$ cat src/verilog/id_pkg.sv
// Shared sizes, encodings and bundle types for the RV32I decode stage
// Imported by every module of the stage
`default_nettype none

package id_pkg;

  // Sizes
  localparam int unsigned XLEN       = 32;
  localparam int unsigned REG_ADDR_W = 5;
  localparam int unsigned NUM_REGS   = 32;

  // Return address offset for JAL and JALR
  localparam logic [XLEN-1:0] PC_INCR = 32'd4;

  ////////////////////
  // Encodings
  ////////////////////

  typedef enum logic [6:0] {
    OPCODE_OP     = 7'h33,
    OPCODE_OP_IMM = 7'h13,
    OPCODE_LUI    = 7'h37,
    OPCODE_AUIPC  = 7'h17,
    OPCODE_LOAD   = 7'h03,
    OPCODE_STORE  = 7'h23,
    OPCODE_BRANCH = 7'h63,
    OPCODE_JAL    = 7'h6f,
    OPCODE_JALR   = 7'h67
  } opcode_e;

  typedef enum logic [3:0] {
    ALU_ADD, ALU_SUB, ALU_SLL, ALU_SLT,
    ALU_SLTU, ALU_XOR, ALU_SRL, ALU_SRA,
    ALU_OR, ALU_AND, ALU_EQ, ALU_NE,
    ALU_LT, ALU_GE, ALU_LTU, ALU_GEU
  } alu_op_e;

  typedef enum logic [1:0] {
    OP_A_REG_A,
    OP_A_CURRPC,
    OP_A_ZERO
  } op_a_sel_e;

  typedef enum logic {
    OP_B_REG_B,
    OP_B_IMM
  } op_b_sel_e;

  typedef enum logic [2:0] {
    IMM_B_I, IMM_B_S, IMM_B_B,
    IMM_B_U, IMM_B_J, IMM_B_INCR_PC
  } imm_b_sel_e;

  typedef enum logic {
    RF_WD_EX,
    RF_WD_LSU
  } rf_wd_sel_e;

  // Same coding as the LSU data_type field
  typedef enum logic [1:0] {
    LSU_WORD = 2'b00,
    LSU_HALF = 2'b01,
    LSU_BYTE = 2'b10
  } lsu_type_e;

  ////////////////////
  // Bundles
  ////////////////////

  typedef struct packed {
    logic            valid;
    logic [31:0]     instr;
    logic [XLEN-1:0] pc;
  } instr_pkt_t;

  typedef struct packed {
    logic [REG_ADDR_W-1:0] raddr_a;
    logic [REG_ADDR_W-1:0] raddr_b;
    logic [REG_ADDR_W-1:0] waddr;
    logic [XLEN-1:0]       imm_i;
    logic [XLEN-1:0]       imm_s;
    logic [XLEN-1:0]       imm_b;
    logic [XLEN-1:0]       imm_u;
    logic [XLEN-1:0]       imm_j;
    op_a_sel_e             op_a_sel;
    op_b_sel_e             op_b_sel;
    imm_b_sel_e            imm_b_sel;
    alu_op_e               alu_op;
    logic                  rf_we;
    rf_wd_sel_e            rf_wd_sel;
    logic                  lsu_req;
    logic                  lsu_we;
    lsu_type_e             lsu_type;
    logic                  lsu_sign_ext;
    logic                  branch;
    logic                  jump;
    logic                  illegal;
  } decode_t;

  typedef struct packed {
    logic            req;
    logic            we;
    lsu_type_e       type_;
    logic            sign_ext;
    logic [XLEN-1:0] wdata;
  } lsu_req_t;

  typedef struct packed {
    logic            valid;
    alu_op_e         alu_op;
    logic [XLEN-1:0] operand_a;
    logic [XLEN-1:0] operand_b;
    lsu_req_t        lsu;
  } ex_req_t;

  typedef struct packed {
    logic            ex_valid;
    logic [XLEN-1:0] ex_wdata;
    logic            lsu_valid;
    logic [XLEN-1:0] lsu_wdata;
    logic            lsu_load_err;
  } wb_in_t;

endpackage

`default_nettype wire

$ cat src/verilog/id_decoder.sv
// Purely combinational RV32I instruction decoder
// Produces register addresses, immediates, operand selects and LSU control
`timescale 1ns/10ps
`default_nettype none

module id_decoder import id_pkg::*; (
  input  instr_pkt_t instr_i,
  output decode_t    dec_o
);

  logic [31:0] instr;
  logic [2:0]  funct3;
  logic [6:0]  funct7;

  assign instr  = instr_i.instr;
  assign funct3 = instr[14:12];
  assign funct7 = instr[31:25];

  always_comb begin
    dec_o = '0;

    // Fixed field positions
    dec_o.raddr_a = instr[19:15];
    dec_o.raddr_b = instr[24:20];
    dec_o.waddr   = instr[11:7];

    // Sign-extended immediates
    dec_o.imm_i = {{20{instr[31]}}, instr[31:20]};
    dec_o.imm_s = {{20{instr[31]}}, instr[31:25], instr[11:7]};
    dec_o.imm_b = {{19{instr[31]}}, instr[31], instr[7], instr[30:25], instr[11:8], 1'b0};
    dec_o.imm_u = {instr[31:12], 12'b0};
    dec_o.imm_j = {{11{instr[31]}}, instr[31], instr[19:12], instr[20], instr[30:21], 1'b0};

    dec_o.op_a_sel  = OP_A_REG_A;
    dec_o.op_b_sel  = OP_B_IMM;
    dec_o.imm_b_sel = IMM_B_I;
    dec_o.alu_op    = ALU_ADD;
    dec_o.rf_wd_sel = RF_WD_EX;
    dec_o.lsu_type  = LSU_WORD;

    case (opcode_e'(instr[6:0]))
      OPCODE_OP: begin
        dec_o.op_b_sel = OP_B_REG_B;
        dec_o.rf_we    = 1'b1;
        case ({funct7, funct3})
          {7'h00, 3'b000}: dec_o.alu_op = ALU_ADD;
          {7'h20, 3'b000}: dec_o.alu_op = ALU_SUB;
          {7'h00, 3'b001}: dec_o.alu_op = ALU_SLL;
          {7'h00, 3'b010}: dec_o.alu_op = ALU_SLT;
          {7'h00, 3'b011}: dec_o.alu_op = ALU_SLTU;
          {7'h00, 3'b100}: dec_o.alu_op = ALU_XOR;
          {7'h00, 3'b101}: dec_o.alu_op = ALU_SRL;
          {7'h20, 3'b101}: dec_o.alu_op = ALU_SRA;
          {7'h00, 3'b110}: dec_o.alu_op = ALU_OR;
          {7'h00, 3'b111}: dec_o.alu_op = ALU_AND;
          default:         dec_o.illegal = 1'b1;
        endcase
      end

      OPCODE_OP_IMM: begin
        dec_o.rf_we = 1'b1;
        case (funct3)
          3'b000: dec_o.alu_op = ALU_ADD;
          3'b010: dec_o.alu_op = ALU_SLT;
          3'b011: dec_o.alu_op = ALU_SLTU;
          3'b100: dec_o.alu_op = ALU_XOR;
          3'b110: dec_o.alu_op = ALU_OR;
          3'b111: dec_o.alu_op = ALU_AND;
          3'b001: begin
            dec_o.alu_op  = ALU_SLL;
            dec_o.illegal = (funct7 != 7'h00);
          end
          default: begin
            // SRLI or SRAI as told apart by instr[30]
            dec_o.alu_op  = (funct7 == 7'h20) ? ALU_SRA : ALU_SRL;
            dec_o.illegal = (funct7 != 7'h00) && (funct7 != 7'h20);
          end
        endcase
      end

      OPCODE_LUI: begin
        dec_o.op_a_sel  = OP_A_ZERO;
        dec_o.imm_b_sel = IMM_B_U;
        dec_o.rf_we     = 1'b1;
      end

      OPCODE_AUIPC: begin
        dec_o.op_a_sel  = OP_A_CURRPC;
        dec_o.imm_b_sel = IMM_B_U;
        dec_o.rf_we     = 1'b1;
      end

      OPCODE_LOAD: begin
        dec_o.lsu_req      = 1'b1;
        dec_o.rf_we        = 1'b1;
        dec_o.rf_wd_sel    = RF_WD_LSU;
        dec_o.lsu_sign_ext = ~funct3[2];
        case (funct3)
          3'b000, 3'b100: dec_o.lsu_type = LSU_BYTE;
          3'b001, 3'b101: dec_o.lsu_type = LSU_HALF;
          3'b010:         dec_o.lsu_type = LSU_WORD;
          default:        dec_o.illegal  = 1'b1;
        endcase
      end

      OPCODE_STORE: begin
        dec_o.imm_b_sel = IMM_B_S;
        dec_o.lsu_req   = 1'b1;
        dec_o.lsu_we    = 1'b1;
        case (funct3)
          3'b000:  dec_o.lsu_type = LSU_BYTE;
          3'b001:  dec_o.lsu_type = LSU_HALF;
          3'b010:  dec_o.lsu_type = LSU_WORD;
          default: dec_o.illegal  = 1'b1;
        endcase
      end

      OPCODE_BRANCH: begin
        // Operands feed the comparison and the target is computed elsewhere
        dec_o.op_b_sel  = OP_B_REG_B;
        dec_o.imm_b_sel = IMM_B_B;
        dec_o.branch    = 1'b1;
        case (funct3)
          3'b000:  dec_o.alu_op  = ALU_EQ;
          3'b001:  dec_o.alu_op  = ALU_NE;
          3'b100:  dec_o.alu_op  = ALU_LT;
          3'b101:  dec_o.alu_op  = ALU_GE;
          3'b110:  dec_o.alu_op  = ALU_LTU;
          3'b111:  dec_o.alu_op  = ALU_GEU;
          default: dec_o.illegal = 1'b1;
        endcase
      end

      OPCODE_JAL, OPCODE_JALR: begin
        // Link value is PC + 4
        dec_o.op_a_sel  = OP_A_CURRPC;
        dec_o.imm_b_sel = IMM_B_INCR_PC;
        dec_o.rf_we     = 1'b1;
        dec_o.jump      = 1'b1;
        dec_o.illegal   = (instr[6:0] == OPCODE_JALR) && (funct3 != 3'b000);
      end

      default: dec_o.illegal = 1'b1;
    endcase

    // No side effects from an illegal instruction
    if (dec_o.illegal) begin
      dec_o.rf_we   = 1'b0;
      dec_o.lsu_req = 1'b0;
      dec_o.lsu_we  = 1'b0;
      dec_o.branch  = 1'b0;
      dec_o.jump    = 1'b0;
    end
    dec_o.illegal = dec_o.illegal & instr_i.valid;
  end

endmodule

`default_nettype wire

$ cat src/verilog/id_register_file.sv
// Integer register file with two asynchronous read ports and one write port
// x0 is hardwired to zero
`timescale 1ns/10ps
`default_nettype none

module id_register_file import id_pkg::*; (
  input  logic                  clk_i,
  input  logic                  rst_ni,
  input  logic [REG_ADDR_W-1:0] raddr_a_i,
  input  logic [REG_ADDR_W-1:0] raddr_b_i,
  input  logic [REG_ADDR_W-1:0] waddr_i,
  input  logic [XLEN-1:0]       wdata_i,
  input  logic                  we_i,
  output logic [XLEN-1:0]       rdata_a_o,
  output logic [XLEN-1:0]       rdata_b_o
);

  // Only x1 to x31 have storage
  logic [XLEN-1:0] regs_q [1:NUM_REGS-1];

  always_ff @(posedge clk_i or negedge rst_ni) begin
    if (!rst_ni) begin
      for (int i = 1; i < NUM_REGS; i++) begin
        regs_q[i] <= '0;
      end
    end else if (we_i && (waddr_i != '0)) begin
      regs_q[waddr_i] <= wdata_i;
    end
  end

  assign rdata_a_o = (raddr_a_i == '0) ? '0 : regs_q[raddr_a_i];
  assign rdata_b_o = (raddr_b_i == '0) ? '0 : regs_q[raddr_b_i];

endmodule

`default_nettype wire

$ cat src/verilog/id_operand_mux.sv
// ALU operand selection
// Operand A from register, PC or zero and operand B from register or an immediate
`timescale 1ns/10ps
`default_nettype none

module id_operand_mux import id_pkg::*; (
  input  decode_t         dec_i,
  input  logic [XLEN-1:0] rdata_a_i,
  input  logic [XLEN-1:0] rdata_b_i,
  input  logic [XLEN-1:0] pc_i,
  output logic [XLEN-1:0] operand_a_o,
  output logic [XLEN-1:0] operand_b_o
);

  logic [XLEN-1:0] imm_b;

  ////////////////////
  // Operand A
  ////////////////////

  always_comb begin
    case (dec_i.op_a_sel)
      OP_A_REG_A:  operand_a_o = rdata_a_i;
      OP_A_CURRPC: operand_a_o = pc_i;
      default:     operand_a_o = '0;
    endcase
  end

  ////////////////////
  // Operand B
  ////////////////////

  always_comb begin
    case (dec_i.imm_b_sel)
      IMM_B_I:       imm_b = dec_i.imm_i;
      IMM_B_S:       imm_b = dec_i.imm_s;
      IMM_B_B:       imm_b = dec_i.imm_b;
      IMM_B_U:       imm_b = dec_i.imm_u;
      IMM_B_J:       imm_b = dec_i.imm_j;
      IMM_B_INCR_PC: imm_b = PC_INCR;
      default:       imm_b = dec_i.imm_i;
    endcase
  end

  assign operand_b_o = (dec_i.op_b_sel == OP_B_IMM) ? imm_b : rdata_b_i;

endmodule

`default_nettype wire

$ cat src/verilog/id_multicycle_ctrl.sv
// Multicycle controller of the decode stage
// Holds loads, stores, taken branches and jumps until their completion arrives
`timescale 1ns/10ps
`default_nettype none

module id_multicycle_ctrl import id_pkg::*; (
  input  logic    clk_i,
  input  logic    rst_ni,
  input  logic    instr_valid_i,
  input  decode_t dec_i,
  input  logic    branch_decision_i,
  input  logic    ex_valid_i,
  input  logic    lsu_valid_i,
  input  logic    lsu_load_err_i,
  output logic    executing_o,
  output logic    rf_we_o,
  output logic    ready_o,
  output logic    pc_set_o,
  output logic    instr_ret_o
);

  typedef enum logic {
    IDLE,
    WAIT_MULTICYCLE
  } id_fsm_e;

  id_fsm_e state_q;
  id_fsm_e state_d;
  logic    done;

  // Memory ops finish on the LSU side and everything else on the execute side
  assign done = dec_i.lsu_req ? lsu_valid_i : ex_valid_i;

  // In IDLE a valid packet is always a new instruction
  assign executing_o = (state_q == WAIT_MULTICYCLE) | ((state_q == IDLE) & instr_valid_i);

  always_comb begin
    state_d     = state_q;
    rf_we_o     = 1'b0;
    ready_o     = 1'b1;
    pc_set_o    = 1'b0;
    instr_ret_o = 1'b0;

    case (state_q)
      IDLE: begin
        if (instr_valid_i) begin
          if (dec_i.lsu_req) begin
            state_d = WAIT_MULTICYCLE;
            ready_o = 1'b0;
          end else if (dec_i.jump || (dec_i.branch && branch_decision_i)) begin
            state_d  = WAIT_MULTICYCLE;
            pc_set_o = 1'b1;
            ready_o  = 1'b0;
          end else begin
            // Single-cycle instruction retires in the accept cycle
            rf_we_o     = dec_i.rf_we;
            instr_ret_o = 1'b1;
          end
        end
      end

      WAIT_MULTICYCLE: begin
        ready_o = 1'b0;
        if (done) begin
          state_d     = IDLE;
          rf_we_o     = dec_i.rf_we & ~(dec_i.lsu_req & lsu_load_err_i);
          instr_ret_o = 1'b1;
          ready_o     = 1'b1;
        end
      end

      default: state_d = IDLE;
    endcase
  end

  always_ff @(posedge clk_i or negedge rst_ni) begin
    if (!rst_ni) begin
      state_q <= IDLE;
    end else begin
      state_q <= state_d;
    end
  end

endmodule

`default_nettype wire

$ cat src/verilog/id_stage.sv
// Top of the RV32I decode stage
// Connects decoder, register file, operand mux and multicycle controller
`timescale 1ns/10ps
`default_nettype none

module id_stage import id_pkg::*; (
  input  logic       clk_i,
  input  logic       rst_ni,
  input  instr_pkt_t instr_i,
  input  logic       branch_decision_i,
  input  wb_in_t     wb_i,
  output logic       id_ready_o,
  output ex_req_t    ex_req_o,
  output logic       pc_set_o,
  output logic       instr_ret_o,
  output logic       illegal_insn_o
);

  decode_t         dec;
  logic [XLEN-1:0] rdata_a;
  logic [XLEN-1:0] rdata_b;
  logic [XLEN-1:0] operand_a;
  logic [XLEN-1:0] operand_b;
  logic [XLEN-1:0] rf_wdata;
  logic            rf_we;
  logic            executing;

  id_decoder u_decoder (
    .instr_i (instr_i),
    .dec_o   (dec)
  );

  // Write-back source
  assign rf_wdata = (dec.rf_wd_sel == RF_WD_LSU) ? wb_i.lsu_wdata : wb_i.ex_wdata;

  id_register_file u_register_file (
    .clk_i     (clk_i),
    .rst_ni    (rst_ni),
    .raddr_a_i (dec.raddr_a),
    .raddr_b_i (dec.raddr_b),
    .waddr_i   (dec.waddr),
    .wdata_i   (rf_wdata),
    .we_i      (rf_we),
    .rdata_a_o (rdata_a),
    .rdata_b_o (rdata_b)
  );

  id_operand_mux u_operand_mux (
    .dec_i       (dec),
    .rdata_a_i   (rdata_a),
    .rdata_b_i   (rdata_b),
    .pc_i        (instr_i.pc),
    .operand_a_o (operand_a),
    .operand_b_o (operand_b)
  );

  id_multicycle_ctrl u_multicycle_ctrl (
    .clk_i             (clk_i),
    .rst_ni            (rst_ni),
    .instr_valid_i     (instr_i.valid),
    .dec_i             (dec),
    .branch_decision_i (branch_decision_i),
    .ex_valid_i        (wb_i.ex_valid),
    .lsu_valid_i       (wb_i.lsu_valid),
    .lsu_load_err_i    (wb_i.lsu_load_err),
    .executing_o       (executing),
    .rf_we_o           (rf_we),
    .ready_o           (id_ready_o),
    .pc_set_o          (pc_set_o),
    .instr_ret_o       (instr_ret_o)
  );

  // Requests stay up while the instruction is in flight
  always_comb begin
    ex_req_o.valid        = executing;
    ex_req_o.alu_op       = dec.alu_op;
    ex_req_o.operand_a    = operand_a;
    ex_req_o.operand_b    = operand_b;
    ex_req_o.lsu.req      = executing & dec.lsu_req;
    ex_req_o.lsu.we       = dec.lsu_we;
    ex_req_o.lsu.type_    = dec.lsu_type;
    ex_req_o.lsu.sign_ext = dec.lsu_sign_ext;
    ex_req_o.lsu.wdata    = rdata_b;
  end

  assign illegal_insn_o = dec.illegal;

endmodule

`default_nettype wire

$ cat config.mk
export PLATFORM = sky130hd
export DESIGN_NAME = id_stage
export DESIGN_NICKNAME = d
export VERILOG_FILES = /design/src/verilog/id_pkg.sv /design/src/verilog/id_decoder.sv /design/src/verilog/id_register_file.sv /design/src/verilog/id_operand_mux.sv /design/src/verilog/id_multicycle_ctrl.sv /design/src/verilog/id_stage.sv
export SDC_FILE = /design/constraint.sdc
export NUM_CORES = 2
export LEC_CHECK = 0
export BUFFER_PORTS_ARGS = -buffer_cell sky130_fd_sc_hd__buf_2
export CORE_MARGIN = 8
export CORE_UTILIZATION = 56
export DETAILED_ROUTE_END_ITERATION = 8
export PLACE_DENSITY_LB_ADDON = 0.08
export SYNTH_ARGS = -nofsm -noshare
export SYNTH_HDL_FRONTEND = slang
export SYNTH_SLANG_ARGS = --single-unit
$ cat constraint.sdc
create_clock -name clk_i -period 2.55 [get_ports clk_i]
set_clock_uncertainty 0.15 [all_clocks]
set_input_delay 0.1275 -clock clk_i [delete_from_list [all_inputs] [get_ports clk_i]]
set_output_delay 0.1275 -clock clk_i [all_outputs]
set_load 0.01 [all_outputs]
==> metrics.md <==
| Metric | Value |
|---|---|
| Nets | `5568` |
| PD cells | `544 nW/um^2` |
| Synth async-reset ratio | `100%` |
| DP Wirelength | `141 mm` |
| Via density | `6.79` |
| Detailed Route WL | `216 mm` |
| Status | `finished with violations` |
| Layout overhead on the synthesized area | `27.0%` |
| Htree depth | `3` |
| Share of total power in combinational logic | `11.8%` |
| Core box area | `94900 sq um` |
| Period utilization | `116%` |
| M1 wire length | `79.0 mm` |
| Failing checks | `setup timing` |
| CTS buffer count | `109` |
| Worst hold slack | `171 ps` |
| Largest net degree at the start of global routing | `80` |
| Total gr overflow | `0` |
| R2r setup slk | `-30 ps` |
| Longest Clk Path Bufs | `3` |
| Sequential area share after synthesis | `46.4%` |
| Vias in the first global route | `45831` |
| Number of synthesized register bits | `993` |
| PortBufs | `244` |
| Final setup margin | `-403 ps` |
| Clk pin slew, worst setup/hold paths | `60 ps` |
| Post-synth design cell area | `53500 sq um` |
| Setup WS pre-CTS | `-375 ps` |
| Worst vdd ir | `599 uV` |
| Post-Syn Nets | `4897` |
| Die Width | `325 microns` |
| Die Ht | `325 microns` |
| Placed cells | `6371` |
| Slowest-stage cell, CP | `mux4_2` |
| Int Power | `27.6 mW` |
| First-pass GRT wire length | `313 mm` |
| Max-cap violations | `0` |
| Crit path capture type | `primary output` |
| Iter 0 DRT Violations | `5993` |
| Final ANT Viol Nets | `0` |
| Routed wl met2 | `95.9 mm` |
| CP Cell Sequence | `mux4_2 -> mux4_2 -> a22oi_2 -> buf_4 -> nand2_2 -> buf_6` |
| Leak | `30.1 nW` |
| Number of synthesized flops with an enable pin | `0` |
| Via count | `46143` |
| Starting Density | `56.4%` |
| Final GP Congestion | `0.967` |
| Worst-Skew Late Latency | `700 ps` |
| Netlist cell types | `69` |
| Sw frac | `25.4%` |
| Synth cell count leaders | `dfrtp_1 (993), nand2_1 (960), o21ai_0 (830)` |
| Seq pwr share | `43.1%` |
| Arrival @ worst endpoint | `2680 ps` |
| Clock Power Share | `45.1%` |
| Worst hold path class | `primary input to async pin` |
| GRT Total Usage | `39.9%` |
| CP top delay family | `multiplexers` |
| Antenna violations before repair | `5` |
| Top cells by area, synth | `dfrtp_1 (46%), mux4_2 (18%), o21ai_0 (7.8%)` |
| Ys Warns | `0` |
| Root Driver | `clkbuf_16` |
| Crit-path most repeated cell | `mux4_2` |
| FMAX | `0.339 GHz` |
| First-pass DRT Iterations | `6` |
| Number of remaining DRC errors | `0` |
| Least-Margin Pin Slew | `895 ps` |
| Final Hold Viols | `0` |
| Relative slew slack | `40.2%` |
| Synthesized area per cell | `11.2 sq um` |
| WL/cell | `31.8 microns` |
| Share of post-route cells with drive strength above 1 | `36.8%` |
| Cells after Synth | `4762` |
| # clock sinks | `993` |
| Most frequent cell after synthesis | `dfrtp_1` |
| Layout Cells excl Fill | `6793` |
| Worst Setup Path Type | `flip-flop to primary output` |
| Yosys top cell area share | `46.4%` |
| Io pins | `245` |
| Critical Path RT | `2270 ps` |
| Endpoints failing setup | `93` |
| Max stage delay on crit path | `490 ps` |
| CTS tree | `yes` |
| Setup TNS | `-18260 ps` |
| Critical path peak fanout | `3` |
| Met3 WL post-DR | `25.0 mm` |
| Pins Over Slew Limit | `0` |
| Cell taking the most area after synthesis | `dfrtp_1` |
| Die area | `106000 sq um` |
| Prevailing post-synth register cell | `dfrtp_1` |
| Buffers and inverters on the worst path | `2` |
| Tmin final | `2950 ps` |
| Switching power | `9.40 mW` |
| RSZ-0062 raised after global routing | `yes` |
| Critical Path Start Type | `flip-flop` |
| Final Core Density | `71.7%` |
| Top Layer Used | `met5` |
| Rows | `113` |
[power groups by stage]
| stage | Combinational (mW) | Clock [mW] | Sequential, mW |
|---|---|---|---|
| after floorplan | 1.62 | 0 | 16.2 |
| after global placement | 3.84 | 0 | 16.2 |
| after detailed placement | 3.87 | 0 | 16.2 |
| after CTS | 4.21 | 16.8 | 15.9 |
| after global routing | 4.53 | 17.4 | 16.0 |
| final | 4.37 | 16.7 | 15.9 |
[cells by family after synthesis]
family                 share of synthesized area, %
XOR/XNOR                                     0.0655
AND/OR/NAND/NOR                                10.1
AO/OA/AOI/OAI                                  13.1
buffers and inverters                          3.69
flip-flops                                     46.4
multiplexers                                   26.6
[registers in the layout (all words and copies together), names as in the netlist]
name                       flops
u_register_file.regs_q       992
u_multicycle_ctrl.state_q      1
[layout by cell type (no fill, tap or decap), types with 12 or more instances in the layout]
cell type,count
nor2b_1,38
a221oi_1,31
buf_12,153
buf_4,501
a22o_1,13
o21ai_0,817
clkbuf_1,26
dfrtp_1,993
nor3_1,26
clkbuf_16,115
nand2b_1,12
buf_2,191
nor2_1,51
clkinv_2,15
a22oi_1,67
mux2_4,34
a22oi_2,29
nand2_1,951
nand4_4,18
o211ai_1,20
nand3_1,19
buf_6,75
clkbuf_8,28
mux2i_1,98
a221o_1,34
nor4_1,28
o22ai_1,23
dlygate4sd3_1,96
a21oi_1,27
mux2_2,257
mux4_2,433
[routing by layer]
layer | GRT usage, % | up-vias
met5 | 0 | -
met4 | 25.0 | 4
met2 | 59.2 | 3057
li1 | - | 19031
met3 | 11.5 | 778
met1 | 51.7 | 23273
[timing repair]
item                                    CTS  global route
setup endpoints to repair                95           128
endpoints found under the hold margin  1874             0
pin swaps                               129            60
resized for setup                       185            99
setup buffers                           100            37
hold buffers                            101             0
gates cloned                              1             3
[worst paths after layout]
| check | depth (start not counted) | to | from |
|---|---|---|---|
| worst max-delay path | 6 | ex_req_o[78] | u_register_file.regs_q[9] |
| worst min-delay path | 3 | u_register_file.regs_q[621] | rst_ni |
| worst max register to register | 8 | u_register_file.regs_q[463] | u_multicycle_ctrl.state_q |
| worst min register to register | 2 | u_register_file.regs_q[674] | u_register_file.regs_q[674] |
| max in group asynchronous | 3 | u_register_file.regs_q[101] | rst_ni |
| min in group clk_i | 6 | u_register_file.regs_q[862] | instr_i[40] |
[per-stage QoR]
step / total power [mW] / cell area (sq um)
final: 37.0 / 68000
after global routing: 37.9 / 68000
after CTS: 36.9 / 67300
after detailed placement: 20.1 / 61000
after global placement: 20.1 / 61000
after floorplan: 17.8 / 53500
[area by class of cell]
| cell class | count | area [sq um] |
|---|---|---|
| Antenna cell | 6 | 15.0 |
| Clock buffer | 166 | 3290 |
| Clock inverter | 34 | 480 |
| Fill cell | 6681 | 26900 |
| Inverter | 8 | 30.0 |
| Multi-Input combinational cell | 3295 | 28000 |
| Sequential cell | 993 | 24800 |
| Tap cell | 1265 | 1580 |
| Timing Repair Buffer | 1026 | 9760 |
[worst reg2reg max path: stages (launching register included)]
cell      delay, ps
dfrtp_1         390
buf_4           170
o311ai_4        320
buf_4           370
buf_12          260
nand4_4         130
buf_12          190
nand2_1         360
o21ai_0         100
No activity file was read; power rests on OpenSTA's default activity.
